## src/verilog/stream_pkg.sv

```systemverilog
package stream_pkg;

	// one 64-bit data word of the packet stream
	typedef logic [63:0] word_t;

	// control byte, non-zero on the first and last word of a packet
	typedef logic [7:0] ctrl_t;

	// control and data travel together on both external streams
	typedef struct packed {
		ctrl_t ctrl;
		word_t data;
	} flit_t;

	// input FIFO holds 1 << FIFO_DEPTH_BITS entries
	localparam int FIFO_DEPTH_BITS = 2;

endpackage

```

## src/verilog/ids_pkg.sv

```systemverilog
package ids_pkg;

	// packet framing states of the header parser
	typedef enum logic [1:0] {
		START,
		HEADER,
		PAYLOAD
	} parse_state_t;

	localparam int NUM_SLOTS = 4;
	typedef logic [1:0] slot_t;

	// words per slot, also the longest legal packet
	localparam int SLOT_DEPTH = 32;
	typedef logic [4:0] slot_addr_t;

	localparam int SRC_WORD = 4; // body word carrying the source address
	localparam int HDR_WORDS = 5; // body words before payload

	typedef logic [31:0] ip_addr_t;
	typedef logic [15:0] count_t; // wraps

	// parser to buffer
	typedef struct packed {
		stream_pkg::flit_t flit;
		logic first;
		logic last;
		logic drop; // valid with last
	} buf_wr_t;

	// buffer to scheduler
	typedef struct packed {
		stream_pkg::flit_t flit;
		logic last;
		logic drop;
	} buf_rd_t;

endpackage

```

## src/verilog/header_parser.sv

```systemverilog
module header_parser (
	input logic clk,
	input logic reset,
	input logic fifo_valid,
	input stream_pkg::flit_t fifo_flit,
	output logic fifo_pop,
	input logic slot_free,
	input ids_pkg::ip_addr_t compare_ip,
	output logic wr_en,
	output ids_pkg::buf_wr_t wr,
	output ids_pkg::count_t pkt_count
);

	ids_pkg::parse_state_t state;
	ids_pkg::parse_state_t state_n;
	logic [2:0] hdr_cnt; // body words seen so far
	logic [2:0] hdr_cnt_n;
	logic match;
	logic match_n;
	logic is_ctrl;
	logic pkt_done;

	assign is_ctrl = (fifo_flit.ctrl != '0);

	always_comb begin
		state_n = state;
		hdr_cnt_n = hdr_cnt;
		match_n = match;
		fifo_pop = 1'b0;
		wr_en = 1'b0;
		pkt_done = 1'b0;
		wr.flit = fifo_flit;
		wr.first = 1'b0;
		wr.last = 1'b0;
		wr.drop = match;

		case (state)
			ids_pkg::START: begin
				if (fifo_valid) begin
					if (!is_ctrl) begin
						fifo_pop = 1'b1; // stray word between packets
					end else if (slot_free) begin
						// read stop, otherwise wait for the next slot
						fifo_pop = 1'b1;
						wr_en = 1'b1;
						wr.first = 1'b1;
						hdr_cnt_n = '0;
						match_n = 1'b0;
						state_n = ids_pkg::HEADER;
					end
				end
			end
			ids_pkg::HEADER, ids_pkg::PAYLOAD: begin
				if (fifo_valid) begin
					fifo_pop = 1'b1;
					wr_en = 1'b1;
					if (is_ctrl) begin
						wr.last = 1'b1; // closes the packet
						pkt_done = 1'b1;
						state_n = ids_pkg::START;
					end else if (state == ids_pkg::HEADER) begin
						hdr_cnt_n = hdr_cnt + 1'b1;
						if (hdr_cnt_n == ids_pkg::SRC_WORD)
							match_n = (fifo_flit.data[31:0] == compare_ip);
						if (hdr_cnt_n == ids_pkg::HDR_WORDS)
							state_n = ids_pkg::PAYLOAD;
					end
				end
			end
			default: state_n = ids_pkg::START;
		endcase
	end

	always_ff @(posedge clk) begin
		if (reset) begin
			state <= ids_pkg::START;
			hdr_cnt <= '0;
			match <= 1'b0;
			pkt_count <= '0;
		end else begin
			state <= state_n;
			hdr_cnt <= hdr_cnt_n;
			match <= match_n;
			if (pkt_done)
				pkt_count <= pkt_count + 1'b1;
		end
	end

	// a first word stays at the FIFO head while the next slot is busy
	property first_waits_for_slot;
		@(posedge clk) disable iff (reset)
		(state == ids_pkg::START && fifo_valid && is_ctrl && !slot_free)
			|=> (fifo_valid && $stable(fifo_flit));
	endproperty
	assert property (first_waits_for_slot);

endmodule

```

## config.mk

```make
export PLATFORM = sky130hd
export DESIGN_NAME = header_parser
export DESIGN_NICKNAME = d
export VERILOG_FILES = /design/src/verilog/stream_pkg.sv /design/src/verilog/ids_pkg.sv /design/src/verilog/header_parser.sv
export SDC_FILE = /design/constraint.sdc
export NUM_CORES = 1
export LEC_CHECK = 0
export BUFFER_PORTS_ARGS = -buffer_cell sky130_fd_sc_hd__buf_4
export CORE_MARGIN = 4
export CORE_UTILIZATION = 40
export CTS_CLUSTER_DIAMETER = 100
export CTS_CLUSTER_SIZE = 20
export DETAILED_ROUTE_END_ITERATION = 12
export HOLD_SLACK_MARGIN = 0.15
export PLACE_DENSITY = 0.84
export SYNTH_ARGS = -nofsm -noshare
export SYNTH_HDL_FRONTEND = slang
export SYNTH_SLANG_ARGS = --single-unit
```

## constraint.sdc

```tcl
create_clock -name clk -period 3.9 [get_ports clk]
set_input_delay 0.195 -clock clk [delete_from_list [all_inputs] [get_ports clk]]
set_output_delay 0.195 -clock clk [all_outputs]
set_load 0.005 [all_outputs]
```

==> run summary <==
DR iter-0 viols: 52
Ys Warns: 0
die width: 80.82 microns
post-layout minimum cycle time: 2152 ps
maxcap violations: 0
Placed Instances: 379
NetSw: 148.7 uW
dpl ws: 1931 ps
Synth Cell Area: 2121 sq um
sw frac: 23.93%
Seq/Total Area, Yosys: 20.77%
Post-Synthesis Cells: 250
Final Hold Viols: 0
Gate power share: 28.8%
Core Area: 5107 sq um
total negative setup slack: 0 ps
CP Class: register to output pin
R2R cell count: 7
Ant. Diodes: 0
wire per inst: 15.71 microns
Flop pwr share: 36.6%
first-pass GRT wire length: 9.080 mm
post-synthesis net count: 366
Unique masters post-synth: 37
Synth Register Bits: 22
LEAKAGE: 1.235 nW
Initial Util: 41.52%
r2r setup slk: 1830 ps
via count of the routed design: 1,834
Die Span Y: 80.82 microns
min-delay worst type: input pin to register
largest net degree at the start of global routing: 23
clk slew on worst S/H paths: 80 ps
Worst Setup End Kind: output pin
final worst setup slack: 1748 ps
share of cells above drive strength 1: 47.92%
Final nets: 430
RSZ-0062 raised after global routing: no
die area: 6531 sq um
CP Launch Point: state[0]
Max Fclk: 0.4648 GHz
initial antenna violation count: 0
filler cell count: 475
crit path max fanout: 9
crit share post-route: 55.17%
Reg-to-Reg End: pkt_count[6]
vias in the first global route: 1,907
Syn-to-layout area delta: 28.85%
CTS Root Cell: clkbuf_8
post-route antenna net violation count: 0
drt total wl: 6.017 mm
slowest library cell on the worst path: ha_1
Remaining DRCs: 0
multi-input logic area: 1079 sq um
Avg Inst Size Synth: 8.483 sq um
Pwr per Cell Area: 227.3 nW/um^2
Worst Setup EP: wr[1]
outcome: finished clean
CTS tree: done
ys async rst share: 0%
IO buf count: 136
Pre-antenna DRT Iters: 4
I/O Pins: 201
Resize count post-CTS: 0
GRT Resource Usage Total: 17.51%
CTS max path bufs: 2
Worst-Skew Late Latency: 260 ps
peak supply drop: 0.0001174 V
vias per inst: 4.789
Worst-Margin Slew: 579.6 ps
CP Cell Sequence: inv_1, ha_1, nand2_2, a21oi_1, buf_4
# rows: 26
final setup vio count: 0
Arr. time, crit path: 1960 ps
required time worst endpoint: 3700 ps
Main synth FF type: dfxtp_1
Internal: 472.5 uW
number of synthesized flops with an enable pin: 0
CTS Hold Bufs: 0
GRT overflow: 0
post-CTS setup buffer count: 0
Slew headroom: 61.06%
Critical R2R Launch: state[0]
Storage cell area: 440.4 sq um
total CTS buffers: 3
HPWL Detailed: 5.194 mm
clock power share: 34.6%
fin cells: 383
Final GP Congestion: 0.8822
crit path launch type: register
clock skew: 2.717 ps
Max Slew Vio Count: 0
max incr delay on CP: 460 ps
H-tree levels: 1
CTS sink count: 22
-- flip-flops by register name, summed over array words and instances, names as in the netlist --
register / cells
state: 2
hdr_cnt: 3
pkt_count: 16
match: 1
-- worst max-delay path: cells and delay by family (launching register included) --
family	cells	cell delay (ps)
and+or+nand+nor	1	180
DFF	1	400
buffers and inverters	2	280
AOI/OAI and AO/OA	1	370
adders and majority gates	1	460
-- synth_stat cells (all sizes together) (2+ instances only) --
| cell | count | area, sq um |
|---|---|---|
| a21oi | 7 | 38.79 |
| nor3b | 2 | 15.01 |
| o211ai | 2 | 15.01 |
| nor3 | 3 | 15.01 |
| nand2 | 11 | 46.29 |
| o21ai | 2 | 10.00 |
| nor4 | 4 | 70.07 |
| ha | 8 | 100.1 |
| nand3 | 9 | 45.04 |
| a211oi | 2 | 27.53 |
| mux2i | 2 | 20.02 |
| and3 | 2 | 12.51 |
| xor2 | 13 | 113.9 |
| clkbuf | 2 | 7.510 |
| xnor2 | 34 | 297.8 |
| a22o | 2 | 17.52 |
| nand2b | 2 | 20.02 |
| nand4 | 12 | 75.07 |
| inv | 9 | 33.78 |
| nor2 | 17 | 63.81 |
| buf | 75 | 560.5 |
| dfxtp | 22 | 440.4 |
-- cell type report --
type,instances,share of cell area (%)
clock buffer,3,1.511
tap,70,3.205
timing repair buffer,136,37.36
sequential,22,16.12
multi-input combinational,142,39.47
inverter,9,1.236
clock inverter,1,1.099
-- cells in the final DEF, fill, tap and decap left out, types with 2 or more instances in the layout --
cell | Yosys | routed
buf_4 | 74 | 136
xnor2_1 | 34 | 34
dfxtp_1 | 22 | 22
nor2_1 | 17 | 17
xor2_1 | 13 | 13
nand4_1 | 12 | 12
inv_1 | 9 | 9
nand2_1 | 9 | 9
nand3_1 | 9 | 9
ha_1 | 8 | 8
a21oi_1 | 6 | 6
nor4_4 | 3 | 3
nor3_1 | 3 | 3
clkbuf_8 | 0 | 3
nand2_2 | 2 | 2
nor3b_1 | 2 | 2
a22o_1 | 2 | 2
mux2i_1 | 2 | 2
o211ai_1 | 2 | 2
and3_1 | 2 | 2
-- kinds of logic (layout without fill, tap and decap cells) --
| family | Yosys count | in the layout | synth area share [%] |
|---|---|---|---|
| buf+inv | 86 | 149 | 28.38 |
| simple gates | 66 | 66 | 18.58 |
| xor+xnor | 47 | 47 | 19.41 |
| mux | 3 | 3 | 1.475 |
| fa+ha+maj | 8 | 8 | 4.720 |
| flops | 22 | 22 | 20.77 |
| compound gates | 18 | 18 | 6.666 |
-- through the flow --
step           cell area (sq um)  utilization [%]  hold WS, ps  power, mW
4_1_cts                     2733            53.50        273.8     0.6251
3_5_place_dp                2661            52.11        390.0     0.4137
3_3_place_gp                2661            52.11        390.0     0.4101
5_1_grt                     2733            53.50        294.6     0.6466
2_1_floorplan               2121                -        380.2     0.3472
6_report                    2733            53.50        281.1     0.6212
-- power by group through the flow --
stage,registers (mW),logic [mW],clock network (mW)
floorplan,0.232,0.115,0
global placement,0.232,0.178,0
detailed placement,0.233,0.181,0
CTS,0.227,0.182,0.216
finish,0.227,0.179,0.215
global route,0.227,0.194,0.225
-- per-layer routing --
metal  routed length (microns)  vias to the layer above  track usage [%]
li1                          -                      881                -
met1                      2001                      827            17.22
met2                      3238                      116            35.22
met3                       624                       10            4.102
met4                       153                        0            5.743
met5                         0                        -                0
-- worst min-delay path by stage --
stage                  startpoint       endpoint  slack [ps]  depth (start not counted)
finish                      reset   pkt_count[8]         280                          2
global route                reset  pkt_count[14]         290                          2
CTS                         reset   pkt_count[1]         270                          2
detailed placement  fifo_flit[41]         wr[44]         390                          0
global placement    fifo_flit[41]         wr[44]         390                          0
floorplan                   reset          match         380                          3
No activity file was read; power rests on OpenSTA's default activity.
