[config.mk]
export PLATFORM = sky130hd
export DESIGN_NAME = in_fifo
export DESIGN_NICKNAME = d
export VERILOG_FILES = /design/src/verilog/stream_pkg.sv /design/src/verilog/in_fifo.sv
export SDC_FILE = /design/constraint.sdc
export NUM_CORES = 1
export LEC_CHECK = 0
export BUFFER_PORTS_ARGS = -buffer_cell sky130_fd_sc_hd__buf_4
export CAP_MARGIN = 25
export CORE_MARGIN = 10
export CORE_UTILIZATION = 45
export CTS_CLUSTER_DIAMETER = 60
export DETAILED_ROUTE_END_ITERATION = 10
export SYNTH_ARGS = -nofsm -noshare
export SYNTH_HDL_FRONTEND = slang
export SYNTH_SLANG_ARGS = --single-unit
[constraint.sdc]
create_clock -name clk -period 2.18 [get_ports clk]
set_input_delay 0 -clock clk [delete_from_list [all_inputs] [get_ports clk]]
set_output_delay 0 -clock clk [all_outputs]
set_load 0.03 [all_outputs]
[src/verilog/stream_pkg.sv]
package stream_pkg;

	// one 64-bit data word of the packet stream
	typedef logic [63:0] word_t;

	// control byte, non-zero on the first and last word of a packet
	typedef logic [7:0] ctrl_t;

	// control and data travel together on both external streams
	typedef struct packed {
		ctrl_t ctrl;
		word_t data;
	} flit_t;

	// input FIFO holds 1 << FIFO_DEPTH_BITS entries
	localparam int FIFO_DEPTH_BITS = 2;

endpackage

[src/verilog/in_fifo.sv]
module in_fifo (
	input logic clk,
	input logic reset,
	input logic in_valid,
	input stream_pkg::flit_t in_flit,
	output logic in_ready,
	output logic fifo_valid,
	output stream_pkg::flit_t fifo_flit,
	input logic fifo_pop
);

	stream_pkg::flit_t mem [1 << stream_pkg::FIFO_DEPTH_BITS];

	logic [stream_pkg::FIFO_DEPTH_BITS-1:0] wr_ptr;
	logic [stream_pkg::FIFO_DEPTH_BITS-1:0] rd_ptr;
	logic [stream_pkg::FIFO_DEPTH_BITS:0] count;
	logic [stream_pkg::FIFO_DEPTH_BITS:0] count_n;
	logic push;
	logic pop;
	logic nearly_full_n;

	assign push = in_valid && in_ready;
	assign pop = fifo_pop && fifo_valid;

	// fall-through head
	assign fifo_valid = (count != '0);
	assign fifo_flit = mem[rd_ptr];

	always_comb begin
		count_n = count;
		if (push && !pop)
			count_n = count + 1'b1;
		else if (pop && !push)
			count_n = count - 1'b1;
	end

	// back-pressure while one entry is still free
	assign nearly_full_n = (count_n >= (1 << stream_pkg::FIFO_DEPTH_BITS) - 1);

	always_ff @(posedge clk) begin
		if (push)
			mem[wr_ptr] <= in_flit;
	end

	always_ff @(posedge clk) begin
		if (reset) begin
			wr_ptr <= '0;
			rd_ptr <= '0;
			count <= '0;
			in_ready <= 1'b0; // held low through reset
		end else begin
			count <= count_n;
			in_ready <= !nearly_full_n;
			if (push)
				wr_ptr <= wr_ptr + 1'b1;
			if (pop)
				rd_ptr <= rd_ptr + 1'b1;
		end
	end

endmodule

==> results.md, run 1 <==
- Fin crit period: 2.01 ns
- Final layout net count: 774
- Total track usage: 14.3%
- Syn Nets: 517
- Area leader, netlist: edfxtp_1
- Die width: 176 µm
- DR vias: 5310
- DP Area: 12600 µm²
- Cts hold-fix bufs: 76
- Mapped Area: 10900 µm²
- Critical Path RT: 2.18 ns
- Post-CTS resize count: 0
- Clk_lat worst skew: 0.54 ns
- Hold EP: mem[2][33]
- CP max stage delay: 0.59 ns
- First-pass DRT Iterations: 4
- Worst Path Arrival: 2.01 ns
- Layout cells sized above 1: 39.9%
- H-Tree Depth: 1
- Initial antenna violation count: 1
- Min-Delay Startpoint: in_flit[33]
- Hold path cells: 2
- Number of setup buffers added after CTS: 0
- RR Endpoint: in_ready
- Global route overflow: 0
- Root buf cell: clkbuf_16
- Sequential cell area fraction in the yosys report: 81.0%
- Synth top area cells: edfxtp_1 79%, mux4_2 15%, dfxtp_1 1.8%, ha_1 0.80%, buf_6 0.72%
- Sink Count: 298
- Die Ht: 176 µm
- Slew Viols, Final: 0
- CTS tree: built
- Routed wire length: 22.1 mm
- Setup CP Type: reg -> out
- Max Clk Rate: 498 MHz
- Total CTS buffers: 31
- Core area: 23700 µm²
- Hpwl dp: 13.9 mm
- Final setup violating endpoints: 0
- Status: finished, final reports clean
- Final instance area: 14400 µm²
- EDFF count, synth: 288
- Worst setup SP type: flop
- Fin Clk Skew: 0.0152 ns
- FP Rows: 56
- Post-synth top flop: edfxtp_1
- Measured slew at the worst slew-check pin: 0.451 ns
- Die Footprint: 30900 µm²
- Final hold violations: 0
- Routed vias/inst: 5.13
- Routed len/inst: 21.4 µm
- Antenna-violating nets left: 0
- DR iter-0 viols: 266
- Mean Syn Cell Area: 25.2 µm²
- Top-count cell post-synth: edfxtp_1
- FF-to-FF setup slack: 0.55 ns
- Register bit total from synthesis: 298
- P&R area growth vs syn: 31.5%
- Hold Crit Class: in -> reg
- R2R depth: 7
- Yosys warning count: 0
- Crit-path max FO: 36
- DRC violations left: 0
- Top cell type's share of synthesized area: 79.2%
- Post-synth top cells: 288 x edfxtp_1, 72 x mux4_2, 10 x dfxtp_1
- Critical Path End Type: primary output
- Relative slew slack: 69.9%
- Power Total: 16500 µW
- Boundary Pins: 150
- Final setup TNS: 0 ns
- RSZ-0062 raised after global routing: false
- Placer Congestion: 0.730
- First-pass GRT wire length: 34.5 mm
- Final period utilization: 92.1%
- Power Dens Cells: 1150 nW/µm²
- Distinct cells, synth: 30
- Syn Inst Count: 434
- Max Cap Viol: 0
- Crit path cell chain: buf_12 > mux4_2 > buf_4
- Pin count of the biggest net entering global routing: 55
- Worst vdd rail ir drop: 0.000776 V
- Worst r2r src: count[0]
- CTS Buffer Depth: 3
- Starting Density: 46.1%
- Clock-pin slew on the worst setup and hold paths: 0.06 ns
- Vias in the first global route: 6013
- Leakage: 0.00485 µW
- Port bufs: 149
- CP max-delay cell: mux4_2
- Async SR Flop Fraction: 0%
[routing by layer]
layer  GRT usage (%)  routed length (µm)  vias up
met5               0                   0        -
met4            3.32                 383        0
met3            3.65                1260       30
met2            25.6               11600      136
met1            16.9                8880     2767
li1                -                   -     2377
[worst max-delay path by stage]
stage	startpoint	endpoint	slack, ns
2_1_floorplan	in_ready	mem[0][0]	0.13
3_3_place_gp	wr_ptr[0]	mem[0][53]	0.62
3_5_place_dp	wr_ptr[1]	mem[3][53]	0.54
4_1_cts	flop	fifo_flit[66]	0.12
5_1_grt	flop	fifo_flit[66]	0.08
6_report	flop	fifo_flit[66]	0.17
[logic make-up after synthesis]
group,synth area share [%]
AND/OR/NAND/NOR,1.16
adder cells (fa/ha/maj),0.802
flip-flops,81.0
buffers and inverters,1.26
XOR/XNOR,0.321
multiplexers,15.0
AO/OA/AOI/OAI,0.493
[critical path, delay by kind of cell (launching register included)]
family / cells / cell delay [ns]
buf+inv: 2 / 0.48
flops: 1 / 0.37
mux: 1 / 0.59
[sequential cells by signal, indices dropped and copies added (netlist names), named ones only]
name	flops
wr_ptr	2
rd_ptr	2
in_ready	1
count	3
mem	288
[power by group]
group          switching [µW]  internal [µW]  total (µW)
clock                    1970           3080        5050
combinational            2570           2040        4600
sequential                150           6680        6830
[cell usage in the layout, fill, tap and decap left out, drive strengths merged, types with 3 or more instances in the layout]
cell type,n
clkbuf,44
nor2,4
and3,5
dfxtp,10
dlygate4sd3,76
nand3,3
ha,7
buf,165
bufinv,4
nand2,4
clkinv,8
edfxtp,288
inv,5
a21oi,3
mux4,72
[layout make-up]
cell class / count / area [µm²]
fillers: 1733 / 9320
flip-flops and latches: 298 / 8860
repair buffers: 241 / 2150
multi-input cells: 114 / 1950
clock buffers: 44 / 825
well taps: 319 / 399
clock inverters: 13 / 160
inverters: 5 / 18.8
diodes: 1 / 2.50
[metrics by stage]
stage	hold WS (ns)	util, %	worst slack [ns]	cells
2_1_floorplan	0.0989	-	0.134	434
3_3_place_gp	0.199	53.3	0.615	901
3_5_place_dp	0.203	53.3	0.536	901
4_1_cts	0.174	60.6	0.121	1034
5_1_grt	0.193	60.7	0.0781	1035
6_report	0.202	60.7	0.172	1035
(Power assumes the default switching activity.)
==> run 2: changes to the inputs <==
CORE_MARGIN = 5   (was 10)
clock period = 1.95 ns   (was 2.18 ns; I/O delays follow)
==> run 2 against run 1 <==
Global-route usage up 1.2 points. Design area up 2.6%. Final cell count up 0.48%. Utilization up 0.51 points. The run now ends with negative setup slack left.
==> results.md, run 2 (synthesized netlist as in run 1, its figures left out) <==
- Top Registers: mem (288), count (3) (unchanged)
- H-Tree Depth: 1 (unchanged)
- Final hold violations: 0 (unchanged)
- DR vias: 5317 (was 5310)
- DR iter-0 viols: 311 (was 266)
- Number of flip-flops under the largest register name: 288 (unchanged)
- Critical Path End Type: primary output (unchanged)
- Power Dens Cells: 1310 nW/µm² (was 1150 nW/µm²)
- Antenna-violating nets left: 0 (unchanged)
- Final instance area: 14700 µm² (was 14400 µm²)
- Layout cells sized above 1: 41.1% (was 39.9%)
- Port bufs: 149 (unchanged)
- Leakage: 0.00500 µW (was 0.00485 µW)
- Met2 track demand over resource: 26.3% (was 25.6%)
- Final setup TNS: -0.498 ns (was 0 ns)
- Pin count of the biggest net entering global routing: 49 (was 55)
- Total track usage: 15.5% (was 14.3%)
- Status: complete, but fails checks (was finished, final reports clean)
- FP Rows: 57 (was 56)
- Relative slew slack: 74.2% (was 69.9%)
- CTS Buffer Depth: 3 (unchanged)
- Worst setup SP type: flop (unchanged)
- Core area: 24100 µm² (was 23700 µm²)
- Vias in the first global route: 5840 (was 6013)
- Slew Viols, Final: 0 (unchanged)
- GRT Max-Usage Layer: met2 (unchanged)
- DP Area: 12600 µm² (about the same)
- Total CTS buffers: 30 (was 31)
- Hpwl dp: 12.1 mm (was 13.9 mm)
- First-pass GRT wire length: 33.7 mm (was 34.5 mm)
- Worst vdd rail ir drop: 0.000788 V (was 0.000776 V)
- Crit-path max FO: 7 (was 36)
- Clock-pin slew on the worst setup and hold paths: 0.06 ns (about the same)
- FF-to-FF setup slack: 0.15 ns (was 0.55 ns)
- Routed vias/inst: 5.11 (was 5.13)
- Final layout net count: 776 (was 774)
- Max Clk Rate: 503 MHz
- Placer Congestion: 0.720 (was 0.730)
- Boundary Pins: 150 (unchanged)
- Largest register by flop count: mem (unchanged)
- Sink Count: 298 (unchanged)
- DRC violations left: 0 (unchanged)
- Grt met3 use: 3.40% (was 3.65%)
- RSZ-0062 raised after global routing: true (was false)
- Routed len/inst: 20.8 µm (was 21.4 µm)
- Fin crit period: 1.99 ns
- M1 GR Usage: 21.1% (was 16.9%)
- Final period utilization: 102%
- Worst Path Arrival: 1.99 ns (was 2.01 ns)
- P&R area growth vs syn: 35.0% (was 31.5%)
- Most frequent cells in the layout: 288 x edfxtp_1, 92 x buf_4, 76 x dlygate4sd3_1, 72 x mux4_2, 58 x buf_6 (was 288 x edfxtp_1, 153 x buf_4, 76 x dlygate4sd3_1, 72 x mux4_2, 31 x clkbuf_16)
- Root buf cell: clkbuf_16 (unchanged)
- Measured slew at the worst slew-check pin: 0.387 ns (was 0.451 ns)
- Fin Clk Skew: 0.0211 ns (was 0.0152 ns)
- Routed wire length: 21.7 mm (was 22.1 mm)
- Commonest non-fill, non-tap cell in the layout: edfxtp_1 (unchanged)
- Clk_lat worst skew: 0.54 ns (about the same)
- Starting Density: 45.3% (was 46.1%)
- Hold Crit Class: in -> reg (unchanged)
- Die width: 166 µm (was 176 µm)
- Antenna Cells: 0 (was 1)
- Post-route setup slack: -0.0385 ns (was 0.172 ns)
- Critical Path RT: 1.95 ns (was 2.18 ns)
- First-pass DRT Iterations: 4 (unchanged)
- Final setup violating endpoints: 32 (was 0)
- Initial antenna violation count: 0 (was 1)
- Die Footprint: 27500 µm² (was 30900 µm²)
- Die Ht: 166 µm (was 176 µm)
- Global route overflow: 0 (unchanged)
- Max Cap Viol: 0 (unchanged)
- CTS tree: built (unchanged)
- Setup CP Type: reg -> out (unchanged)
- Violated checks: negative setup slack
==> run 2: cell types whose count changed in the layout (fill, tap and decap cells not counted), sizes merged <==
cell | before | now
buf | 165 | 164
diode | 1 | 0
clkinvlp | 1 | 0
clkinv | 8 | 12
clkbuf | 44 | 42
bufbuf | 0 | 1
==> run 2: worst paths after layout <==
check / from / end / cells after the start
hold reg to reg: wr_ptr[1] / wr_ptr[1] / 2
hold / removal: in_flit[69] / mem[0][69] / 2
setup / recovery: flop / fifo_flit[31] / 4
setup reg to reg: count[0] / flop / 7
==> run 2: per-layer routing <==
layer  up-vias  wire [µm]
met4         0        307
met3        27       1170
met5         -          0
met2       150      11000
met1      2762       9210
li1       2378          -
==> run 2: timing repair <==
item,in CTS,in global routing
cloned,3,3
hold buffers,76,0
setup buffers,1,0
endpoints found under the hold margin,298,0
gates resized for setup,49,17
setup endpoints to repair,54,73
==> run 2: cell type report <==
| type | count | area (µm²) |
|---|---|---|
| Sequential cell | 298 | 8860 |
| Tap cell | 324 | 405 |
| Fill cell | 1753 | 9360 |
| Timing Repair Buffer | 244 | 2520 |
| Multi-Input combinational cell | 114 | 1960 |
| Clock inverter | 16 | 171 |
| Inverter | 5 | 18.8 |
| Clock buffer | 39 | 806 |
==> run 2: critical path, cell delays in order (launching register included) <==
cell and delay [ns]:
dfxtp_4 0.40, buf_12 0.17, clkbuf_16 0.19, mux4_2 0.52, buf_6 0.16
==> run 2: metrics by stage <==
step	power, µW	hold WS [ns]	std cells	setup slack [ns]	utilization, %
finish	19300	0.206	1040	-0.0385	61.2
global route	20100	0.184	1040	-0.103	61.2
CTS	19200	0.186	1037	-0.0853	60.6
detailed placement	12800	0.204	902	0.325	52.2
global placement	12800	0.198	902	0.428	52.2
floorplan	11100	0.0989	434	-0.0964	-
==> run 2: power by group <==
part	internal (µW)	switching (µW)	total, µW
clock	3410	2180	5590
sequential	7470	173	7640
combinational	2940	3080	6030
