## src/verilog/stream_pkg.sv

```systemverilog
package stream_pkg;

	// one 64-bit data word of the packet stream
	typedef logic [63:0] word_t;

	// control byte, non-zero on the first and last word of a packet
	typedef logic [7:0] ctrl_t;

	// control and data travel together on both external streams
	typedef struct packed {
		ctrl_t ctrl;
		word_t data;
	} flit_t;

	// input FIFO holds 1 << FIFO_DEPTH_BITS entries
	localparam int FIFO_DEPTH_BITS = 2;

endpackage

```

## src/verilog/ids_pkg.sv

```systemverilog
package ids_pkg;

	// packet framing states of the header parser
	typedef enum logic [1:0] {
		START,
		HEADER,
		PAYLOAD
	} parse_state_t;

	localparam int NUM_SLOTS = 4;
	typedef logic [1:0] slot_t;

	// words per slot, also the longest legal packet
	localparam int SLOT_DEPTH = 32;
	typedef logic [4:0] slot_addr_t;

	localparam int SRC_WORD = 4; // body word carrying the source address
	localparam int HDR_WORDS = 5; // body words before payload

	typedef logic [31:0] ip_addr_t;
	typedef logic [15:0] count_t; // wraps

	// parser to buffer
	typedef struct packed {
		stream_pkg::flit_t flit;
		logic first;
		logic last;
		logic drop; // valid with last
	} buf_wr_t;

	// buffer to scheduler
	typedef struct packed {
		stream_pkg::flit_t flit;
		logic last;
		logic drop;
	} buf_rd_t;

endpackage

```

## src/verilog/out_sched.sv

```systemverilog
module out_sched (
	input logic clk,
	input logic reset,
	input logic rd_valid,
	input ids_pkg::buf_rd_t rd,
	output logic rd_ready,
	output logic out_valid,
	output stream_pkg::flit_t out_flit,
	input logic out_ready,
	output ids_pkg::count_t drop_count
);

	logic fwd;
	logic drop_end;

	// dropped words are swallowed without waiting on the output
	assign rd_ready = (rd_valid && rd.drop) || !out_valid || out_ready;
	assign fwd = rd_valid && rd_ready && !rd.drop;
	assign drop_end = rd_valid && rd.drop && rd.last;

	always_ff @(posedge clk) begin
		if (fwd)
			out_flit <= rd.flit;
	end

	always_ff @(posedge clk) begin
		if (reset) begin
			out_valid <= 1'b0;
			drop_count <= '0;
		end else begin
			if (fwd)
				out_valid <= 1'b1;
			else if (out_ready)
				out_valid <= 1'b0; // word taken, nothing new
			if (drop_end)
				drop_count <= drop_count + 1'b1; // one per dropped packet
		end
	end

	// held word must not change under back-pressure
	property out_hold;
		@(posedge clk) disable iff (reset)
		(out_valid && !out_ready) |=> (out_valid && $stable(out_flit));
	endproperty
	assert property (out_hold);

endmodule

```

## config.mk

```make
export PLATFORM = sky130hd
export DESIGN_NAME = out_sched
export DESIGN_NICKNAME = d
export VERILOG_FILES = /design/src/verilog/stream_pkg.sv /design/src/verilog/ids_pkg.sv /design/src/verilog/out_sched.sv
export SDC_FILE = /design/constraint.sdc
export NUM_CORES = 1
export LEC_CHECK = 0
export ABC_AREA = 1
export BUFFER_PORTS_ARGS = -buffer_cell sky130_fd_sc_hd__buf_2
export CORE_MARGIN = 2
export CORE_UTILIZATION = 47
export DETAILED_ROUTE_END_ITERATION = 8
export PLACE_DENSITY = 0.87
export SYNTH_ARGS = -nofsm -noshare
export SYNTH_HDL_FRONTEND = slang
export SYNTH_SLANG_ARGS = --single-unit
```

## constraint.sdc

```tcl
create_clock -name clk -period 7.75 [get_ports clk]
set_input_delay 0.3875 -clock clk [delete_from_list [all_inputs] [get_ports clk]]
set_output_delay 0.3875 -clock clk [all_outputs]
set_load 0.1 [all_outputs]
```

==> metrics.md, run 1 <==
| Metric | Value |
|---|---|
| Status | `finished clean` |
| Root buffer cell | `clkbuf_8` |
| Hold Path Class | `input port to register` |
| Seq/Total Area, Yosys | `0.826` |
| I/O pins | `168` |
| Initial DRC Count | `142` |
| Crit. Startpoint | `out_valid$_SDFFE_PP0P_` |
| Final Net Count | `456` |
| Worst-path clk slew | `0.09 ns` |
| Hold buffers post-CTS | `0` |
| Area leader, netlist | `edfxtp_1` |
| Total number of vias | `between 2k and 2.5k` |
| VDD IR max | `0.128 mV` |
| Critical path's most frequent cell | `nand2_1` |
| Die height | `84.3 um` |
| Most frequent cells in the layout | `buf_2 (167), edfxtp_1 (72), nand2_1 (26)` |
| FF-to-FF path depth | `6` |
| DRT Wirelength | `6970 um` |
| Setup_tns | `0 ns` |
| Crit-path max FO | `73` |
| Largest net degree at the start of global routing | `74` |
| Die area | `7100 um^2` |
| Vias per cell | `4.75` |
| Gate Count Post-Synth | `just under 200` |
| Row count | `29` |
| Synthesized net count | `278` |
| Die W | `84.3 um` |
| Filler cells | `around 460` |
| Synth cell types | `19` |
| Post-CTS Resized | `0` |
| Reg2reg start | `out_valid$_SDFFE_PP0P_` |
| Finished Cell Area | `4160 um^2` |
| Crit end category | `register` |
| Reg-to-reg endpoint | `out_flit[64]$_DFFE_PP_` |
| Critical Path Slowest Stage Cell | `buf_4` |
| CTS tree | `built` |
| #FFs+latches synth | `89` |
| Period utilisation layout | `0.223` |
| Pleak | `~0.0018 uW` |
| Core area | `approximately 6300 um^2` |
| Tmin final | `around 1.7 ns` |
| Reg-to-reg setup timing slack | `6.02 ns` |
| Synth top area cells | `edfxtp_1 (71%), dfxtp_1 (11%), nand2_1 (3.2%), nor2_1 (3.1%), inv_1 (2.1%)` |
| Sink Count | `89` |
| Port bufs | `around 170` |
| Antenna-violating nets left | `0` |
| CP cell instances | `inv_1 > nor2_1 > nand2_1 > nand2_1 > nor2_4 > buf_4` |
| Final Hold Vio Count | `0` |
| Syn Std Cell Area | `3030 um^2` |
| Slew headroom | `0.409` |
| Worst Setup Start Kind | `register` |
| Global-route wire length before repair | `10,400 um` |
| GRT Util Overall | `0.195` |
| Worst setup endpoint | `out_flit[64]$_DFFE_PP_` |
| H-tree depth | `3` |
| Number of global-route vias before repair | `2,093` |
| CTS buffer count | `9` |
| Synthesis-to-layout area growth | `37.4%` |
| Post-DP Area | `3970 um^2` |
| Starting density of the core | `0.483` |
| Final setup viols | `0` |
| Setup Buffers After CTS | `0` |
| Synth Area per Inst | `about 15 um^2` |
| Setup CP Type | `register to register` |
| Maximum clock path buffer count | `2` |
| Layout cell share with drive strength beyond 1 | `0.504` |
| Remaining Overflow, GRT | `0` |
| Antenna cells | `0` |
| Antenna violations before repair | `0` |
| Top cell type's share of synthesized area | `0.714` |
| RSZ-0062 raised after global routing | `false` |
| Slew @ Worst Pin | `0.887 ns` |
| # DRC | `0` |
| P per Cell Area | `~240 nW/um^2` |
| Slowest stage delay, CP | `0.69 ns` |
| Maximum clock frequency | `0.579 GHz` |
| Avg WL per Cell | `15.2 um` |
| # Max-Cap Violations | `0` |
| DP Wirelength | `5370 um` |
| Hold_ws | `0.218 ns` |
| First-pass DRT Iterations | `4` |
| Gp weighted congestion | `0.832` |
| CP arrival | `1.69 ns` |
| Latest clock arrival within the worst-skew pair | `0.34 ns` |
| Final Skew | `0.00889 ns` |
| Max Slew Vio Count | `0` |
| Critical Path RT | `7.71 ns` |
| Synth warn | `0` |
| Pwr Total | `1020 uW` |
| Most common cell after layout, fill and taps aside | `buf_2` |
[worst max-delay path, delay by kind of cell (launching register included)]
family	cells	cell delay, ns
flops	1	0.32
simple gates	4	0.26
buf+inv	2	0.74
[Yosys cell counts]
cell,count
nand2_4,1
nor2_2,1
edfxtp_1,72
nor2_1,25
nand2_1,26
nor3_1,2
nand3_1,9
o21ai_0,7
and2_2,1
dfxtp_1,17
buf_2,1
nor2_8,2
nand4_1,2
a21oi_1,9
nand2_2,3
nor3b_1,2
inv_1,17
o21a_1,1
ha_1,1
[power breakdown]
group	leakage (uW)	internal, uW	switching [uW]
logic	0.000934	26.1	145
registers	0.000811	537	4.61
clock network	0.0000921	149	155
[worst min-delay path by stage]
stage,from,endpoint,slack [ns],depth (start not counted)
after floorplan,reset,drop_count[1]$_SDFFE_PP0P_,0.46,1
after global placement,drop_count[7]$_SDFFE_PP0P_,drop_count[7]$_SDFFE_PP0P_,0.48,2
after detailed placement,drop_count[7]$_SDFFE_PP0P_,drop_count[7]$_SDFFE_PP0P_,0.49,2
after CTS,rd[23],out_flit[21]$_DFFE_PP_,0.20,1
after global routing,rd[24],out_flit[22]$_DFFE_PP_,0.20,1
final,rd[37],out_flit[35]$_DFFE_PP_,0.22,1
[metal layers]
| metal | up-vias | track usage | part of all wire |
|---|---|---|---|
| met5 | - | 0 | 0 |
| met4 | 0 | 0.104 | 0.033 |
| met3 | 19 | 0.0531 | 0.078 |
| met2 | 102 | 0.328 | 0.51 |
| met1 | 1006 | 0.228 | 0.38 |
| li1 | 1050 | - | - |
[kinds of logic (layout without fill, tap and decap cells)]
group | count (synthesis) | after routing | share of synthesized area
simple gates | 74 | 74 | 0.118
fa+ha+maj | 1 | 1 | 0.00413
compound gates | 17 | 17 | 0.0289
buf+inv | 18 | 200 | 0.0227
flops | 89 | 89 | 0.826
[through the flow]
stage / std cells / util / setup slack (ns)
after floorplan: 199 / - / 2.58
after global placement: 443 / 0.633 / 5.83
after detailed placement: 443 / 0.633 / 5.79
after CTS: 458 / 0.663 / 6.03
after global routing: 458 / 0.663 / 5.86
final: 458 / 0.663 / 6.02
[registers in the layout, indices dropped and copies added (netlist names)]
register and cells:
drop_count 16, out_flit 72, out_valid 1
[area by class of cell]
| class | instances | area (um^2) | share of cell area |
|---|---|---|---|
| inverter | 17 | 63.8 | 0.0153 |
| timing repair buffer | 168 | 843 | 0.203 |
| sequential | 89 | 2500 | 0.601 |
| clock buffer | 9 | 124 | 0.0298 |
| clock inverter | 6 | 67.6 | 0.0162 |
| tap | 77 | 96.3 | 0.0231 |
| multi-input combinational | 92 | 465 | 0.112 |
Note: power is estimated with default switching activity, not from simulation.
==> run 2, diff against run 1 <==
--- a/config.mk
+++ b/config.mk
@@ -8,9 +8,9 @@
 export ABC_AREA = 1
 export BUFFER_PORTS_ARGS = -buffer_cell sky130_fd_sc_hd__buf_2
 export CORE_MARGIN = 2
-export CORE_UTILIZATION = 47
+export CORE_UTILIZATION = 39
 export DETAILED_ROUTE_END_ITERATION = 8
-export PLACE_DENSITY = 0.87
+export PLACE_DENSITY = 0.78
 export SYNTH_ARGS = -nofsm -noshare
 export SYNTH_HDL_FRONTEND = slang
 export SYNTH_SLANG_ARGS = --single-unit
==> constraint.sdc (replaced) <==
create_clock -name clk -period 1.5 [get_ports clk]
set_input_delay 0.075 -clock clk [delete_from_list [all_inputs] [get_ports clk]]
set_output_delay 0.075 -clock clk [all_outputs]
set_load 0.1 [all_outputs]
==> run 2 against run 1 <==
Global-route usage up 3.8 points. Combinational power rose to 6.3 times the previous value. Count of clock-buffer cells in the layout unchanged. Setup slack worse by 5.9 ns. Hold slack worse by 0.13 ns. Sequential share of layout area down 9.7 points. Fmax up 25%. Die area up 19%.
==> metrics.md, run 2 (synthesis gave the netlist of run 1 again) <==
| Metric | Value |
|---|---|
| Status | `finished clean` |
| Antenna-violating nets left | `0 (unchanged)` |
| Hold buffers post-CTS | `73 (+73)` |
| P per Cell Area | `1100 nW/um^2 (+350%)` |
| Most common cell after layout, fill and taps aside | `buf_2` |
| Hold Path Class | `input port to register` |
| Number of global-route vias before repair | `2,668 (+27%)` |
| Worst Setup Start Kind | `register` |
| Critical path's most frequent cell | `nor2_4` |
| Pwr Total | `5560 uW (+450%)` |
| Crit-path max FO | `15 (-79%)` |
| Vias per cell | `4.68 (-1.5%)` |
| Worst Hold Depth | `3 (+2)` |
| Critical Path Slowest Stage Cell | `dfxtp_4` |
| Setup CP Type | `register to register` |
| FF-to-FF path depth | `6 (unchanged)` |
| Final Net Count | `532 (+17%)` |
| Initial DRC Count | `145 (+2.1%)` |
| Maximum clock path buffer count | `2 (unchanged)` |
| Crit end category | `register` |
| Max Slew Vio Count | `0 (unchanged)` |
| Root buffer cell | `clkbuf_8` |
| CTS buffer count | `9 (unchanged)` |
| Starting density of the core | `0.398 (-0.0844)` |
| Final Hold Vio Count | `0 (unchanged)` |
| I/O pins | `168 (unchanged)` |
| Met1 wire length | `3400 um (+28%)` |
| Finished Cell Area | `5030 um^2 (+21%)` |
| Final Skew | `0.0187 ns (+0.00979 ns)` |
| Sink Count | `89 (unchanged)` |
| Most frequent cells in the layout | `buf_2 (167), dlygate4sd3_1 (73), edfxtp_1 (72)` |
| Row count | `32 (+10%)` |
| Setup Buffers After CTS | `0 (unchanged)` |
| Antenna violations before repair | `0 (unchanged)` |
| Post-CTS Resized | `0 (unchanged)` |
| Remaining Overflow, GRT | `0 (unchanged)` |
| VDD IR max | `0.520 mV (+310%)` |
| GRT Util Overall | `0.233 (+0.0380)` |
| Gp weighted congestion | `0.718 (-14%)` |
| Die W | `92.1 um (+9.3%)` |
| Latest clock arrival within the worst-skew pair | `0.36 ns (+0.02 ns)` |
| Slew @ Worst Pin | `0.518 ns (-0.370 ns)` |
| Port bufs | `167 (unchanged)` |
| Pleak | `0.00218 uW (+19%)` |
| CP arrival | `1.43 ns (-0.26 ns)` |
| Core area | `7610 um^2 (+21%)` |
| Total number of vias | `2,623 (+20%)` |
| Global-route wire length before repair | `14,400 um (+39%)` |
| Number of flip-flops in the largest register | `72 (unchanged)` |
| Filler cells | `545 (+18%)` |
| # DRC | `0 (unchanged)` |
| DRT Wirelength | `9520 um (+37%)` |
| First-pass DRT Iterations | `4 (unchanged)` |
| Metal3 WL | `741 um (+36%)` |
| Largest net degree at the start of global routing | `34 (-54%)` |
| Antenna cells | `0 (unchanged)` |
| Dpl ws | `0.121 ns (-5.67 ns)` |
| Most flop-heavy register | `out_flit` |
| Die area | `8490 um^2 (+19%)` |
| H-tree depth | `3 (unchanged)` |
| Setup_tns | `0 ns (unchanged)` |
| Synthesis-to-layout area growth | `66.1%` |
| DP Wirelength | `5560 um (+3.6%)` |
| Avg WL per Cell | `17.0 um (+12%)` |
| Period utilisation layout | `0.922 (+0.699)` |
| Slowest stage delay, CP | `0.35 ns (-0.34 ns)` |
| WL met2 | `5060 um (+43%)` |
| CTS tree | `built` |
| Tmin final | `1.38 ns (-0.345 ns)` |
| PnR worst setup slack | `0.117 ns (-5.91 ns)` |
| Post-DP Area | `4100 um^2 (+3.3%)` |
| Worst-path clk slew | `0.09 ns (about the same)` |
| Final setup viols | `0 (unchanged)` |
| Slew headroom | `0.657 (+0.249)` |
| # Max-Cap Violations | `0 (unchanged)` |
| Die height | `92.1 um (+9.3%)` |
| Uppermost layer routed | `met4` |
| CP cell instances | `inv_2 > nor2_4 > nand2_8 > nand2_4 > nor2_4 > buf_4` |
| Top flop regs | `out_flit (72), drop_count (16), out_valid (1)` |
| RSZ-0062 raised after global routing | `false` |
| Layout cell share with drive strength beyond 1 | `0.472 (-0.0323)` |
| Critical Path RT | `1.55 ns (-6.16 ns)` |
| Maximum clock frequency | `0.723 GHz (+25%)` |
## run 2: cell count changes in the layout (fill, tap and decap cells not counted), sizes merged
cell / previous run / this run
dlygate4sd3: 0 / 73
clkinv: 1 / 2
buf: 168 / 171
## run 2: path summary, 6_finish.rpt
path / from / to / slack [ns]
setup reg to reg: out_valid$_SDFFE_PP0P_ / out_flit[49]$_DFFE_PP_ / 0.12
hold / removal: out_ready / out_valid$_SDFFE_PP0P_ / 0.09
setup / recovery: out_valid$_SDFFE_PP0P_ / out_flit[49]$_DFFE_PP_ / 0.12
hold reg to reg: drop_count[7]$_SDFFE_PP0P_ / drop_count[7]$_SDFFE_PP0P_ / 0.50
## run 2: stage by stage
step                utilization  std cells  hold slack (ns)
finish                    0.662        560           0.0866
global route              0.662        560           0.0764
CTS                       0.662        560           0.0614
detailed placement        0.539        471            0.253
global placement          0.539        471            0.253
floorplan                     -        199            0.134
## run 2: area by class of cell
class	instances	area, um^2	share of cell area
multi-input combinational	92	497	0.0987
tap	102	128	0.0254
timing repair buffer	244	1610	0.320
inverter	17	63.8	0.0127
clock buffer	9	124	0.0246
clock inverter	7	76.3	0.0152
sequential	89	2530	0.504
## run 2: power by group
part	switching, uW	internal [uW]
combinational	806	272
clock	900	782
sequential	32.2	2770
total	1740	3820
## run 2: worst max-delay path, delay by kind of cell (launching register included)
family,cells,cell delay [ns]
flops,1,0.35
buf+inv,2,0.35
simple gates,4,0.40
## run 2: metal layers
layer / track usage / up-vias
met5: 0 / -
met4: 0.111 / 0
met3: 0.0641 / 28
met2: 0.426 / 151
met1: 0.246 / 1238
li1: - / 1206
==> run 3, diff against run 2 <==
--- a/config.mk
+++ b/config.mk
@@ -10,6 +10,7 @@
 export CORE_MARGIN = 2
 export CORE_UTILIZATION = 39
 export DETAILED_ROUTE_END_ITERATION = 8
+export GPL_TIMING_DRIVEN = 0
 export PLACE_DENSITY = 0.78
 export SYNTH_ARGS = -nofsm -noshare
 export SYNTH_HDL_FRONTEND = slang
==> run 3 against run 2 <==
Clock skew shrank 0.0075 ns. Highest routed layer unchanged. Largest cell class unchanged. Combinational power hardly changed. Critical path type unchanged. Final area up 0.17%. Register-to-register slack worse by 0.02 ns.
==> metrics.md, run 3 (synthesis gave the netlist of run 1 again) <==
| Metric | Value |
|---|---|
| Die height | `92.1 um (unchanged)` |
| Crit-path max FO | `18 (+3)` |
| First-pass DRT Iterations | `4 (unchanged)` |
| # DRC | `0 (unchanged)` |
| VDD IR max | `0.537 mV (+3.2%)` |
| Final Hold Vio Count | `0 (unchanged)` |
| Starting density of the core | `0.398 (unchanged)` |
| Slew @ Worst Pin | `0.514 ns (-0.00335 ns)` |
| FF-to-FF path depth | `6 (unchanged)` |
| Fin util | `0.663 (+0.00115)` |
| Finished Layout Cells | `559 (-0.18%)` |
| Number of global-route vias before repair | `2,583 (-3.2%)` |
| Period utilisation layout | `0.934 (+0.0121)` |
| Core area | `7610 um^2 (unchanged)` |
| Tmin final | `1.40 ns (+0.0181 ns)` |
| Most common cell after layout, fill and taps aside | `buf_2` |
| Vias per cell | `4.55 (-2.9%)` |
| Slew headroom | `0.660 (+0.00222)` |
| Setup CP Type | `register to register` |
| Hold Path Class | `input port to register` |
| CTS tree | `built` |
| Root buffer cell | `clkbuf_8` |
| Worst Hold Depth | `3 (unchanged)` |
| Slowest stage delay, CP | `0.35 ns (about the same)` |
| Layout cell share with drive strength beyond 1 | `0.469 (-0.00232)` |
| Pleak | `0.00218 uW (about the same)` |
| Critical Path Slowest Stage Cell | `dfxtp_4` |
| GRT Util Overall | `0.212 (-0.0212)` |
| Gp weighted congestion | `0.712 (-0.92%)` |
| Final setup viols | `0 (unchanged)` |
| Number of flip-flops in the largest register | `72 (unchanged)` |
| Critical path's most frequent cell | `nor2_4` |
| Synthesis-to-layout area growth | `66.4%` |
| Setup Buffers After CTS | `0 (unchanged)` |
| Die W | `92.1 um (unchanged)` |
| DP Wirelength | `5480 um (-1.5%)` |
| Setup_tns | `0 ns (unchanged)` |
| Cell Count Post-Placement | `470 (-0.21%)` |
| RSZ-0062 raised after global routing | `false` |
| P per Cell Area | `1090 nW/um^2 (-1.5%)` |
| PnR worst setup slack | `0.0992 ns (-0.0181 ns)` |
| Initial DRC Count | `95 (-34%)` |
| Latest clock arrival within the worst-skew pair | `0.34 ns (-0.02 ns)` |
| Antenna violations before repair | `1 (+1)` |
| Post-CTS Resized | `0 (unchanged)` |
| Die area | `8490 um^2 (unchanged)` |
| Worst Setup Start Kind | `register` |
| Largest net degree at the start of global routing | `53 (+56%)` |
| DRT Wirelength | `8840 um (-7.2%)` |
| Final Net Count | `531 (-0.19%)` |
| H-tree depth | `3 (unchanged)` |
| Most frequent cells in the layout | `buf_2 (168), dlygate4sd3_1 (73), edfxtp_1 (72)` |
| CP cell instances | `inv_2 > nor2_4 > nand2_8 > nand2_4 > nor2_4 > bufbuf_16` |
| Filler cells | `554 (+1.7%)` |
| Port bufs | `167 (unchanged)` |
| Maximum clock frequency | `0.714 GHz (-1.3%)` |
| Row count | `32 (unchanged)` |
| Status | `finished clean` |
| Crit end category | `register` |
| Remaining Overflow, GRT | `0 (unchanged)` |
| # Max-Cap Violations | `0 (unchanged)` |
| Sink Count | `89 (unchanged)` |
| Final Skew | `0.0112 ns (-0.00750 ns)` |
| CP arrival | `1.45 ns (+0.02 ns)` |
| Total number of vias | `2,543 (-3.0%)` |
| CTS buffer count | `9 (unchanged)` |
| Pwr Total | `5480 uW (-1.3%)` |
| Antenna-violating nets left | `0 (unchanged)` |
| Max Slew Vio Count | `0 (unchanged)` |
| I/O pins | `168 (unchanged)` |
| Dpl ws | `-0.0520 ns (-0.173 ns)` |
| Maximum clock path buffer count | `2 (unchanged)` |
| Most flop-heavy register | `out_flit` |
| Critical Path RT | `1.55 ns (about the same)` |
| Worst-path clk slew | `0.08 ns (about the same)` |
| Top flop regs | `out_flit (72), drop_count (16), out_valid (1)` |
| Global-route wire length before repair | `13,200 um (-8.6%)` |
| Avg WL per Cell | `15.8 um (-7.1%)` |
-- run 3: cell type report --
type	count	area, um^2	share of cell area
sequential	89	2530	0.503
timing repair buffer	242	1620	0.321
multi-input combinational	92	497	0.0985
tap	102	128	0.0253
clock buffer	9	124	0.0246
clock inverter	6	67.6	0.0134
inverter	17	63.8	0.0127
buffer	1	5.00	0.000993
antenna	1	2.50	0.000496
-- run 3: worst paths after layout --
check / from / slack [ns] / endpoint
min reg2reg: drop_count[4]$_SDFFE_PP0P_ / 0.49 / drop_count[4]$_SDFFE_PP0P_
max reg2reg: out_valid$_SDFFE_PP0P_ / 0.1 / out_flit[59]$_DFFE_PP_
min: out_ready / 0.08 / out_valid$_SDFFE_PP0P_
max: out_valid$_SDFFE_PP0P_ / 0.1 / out_flit[59]$_DFFE_PP_
-- run 3: where the power goes --
group | total (uW) | switching (uW) | internal [uW]
Clock | 1610 | 843 | 770
Sequential | 2790 | 27.1 | 2760
Combinational | 1080 | 799 | 279
Total | 5480 | 1670 | 3810
-- run 3: what timing repair did --
item                       4_1_cts  5_1_grt
hold endpoints to repair        75        0
setup endpoints to repair       34        0
hold buffers                    73        0
-- run 3: per-layer routing --
metal	share of wire	track usage
met1	0.35	0.220
met2	0.55	0.392
met3	0.077	0.0592
met4	0.029	0.0983
met5	0	0
-- run 3: metrics by stage --
step	area, um^2	hold slack [ns]
final	5040	0.0784
after global routing	5040	0.0786
after CTS	5040	0.0528
after detailed placement	4100	0.253
after global placement	4060	0.252
after floorplan	3100	0.134
-- run 3: critical path: cells and delay by family (launching register included) --
family                 cells  cell delay [ns]
buffers and inverters      2             0.40
AND/OR/NAND/NOR            4             0.37
flip-flops                 1             0.35
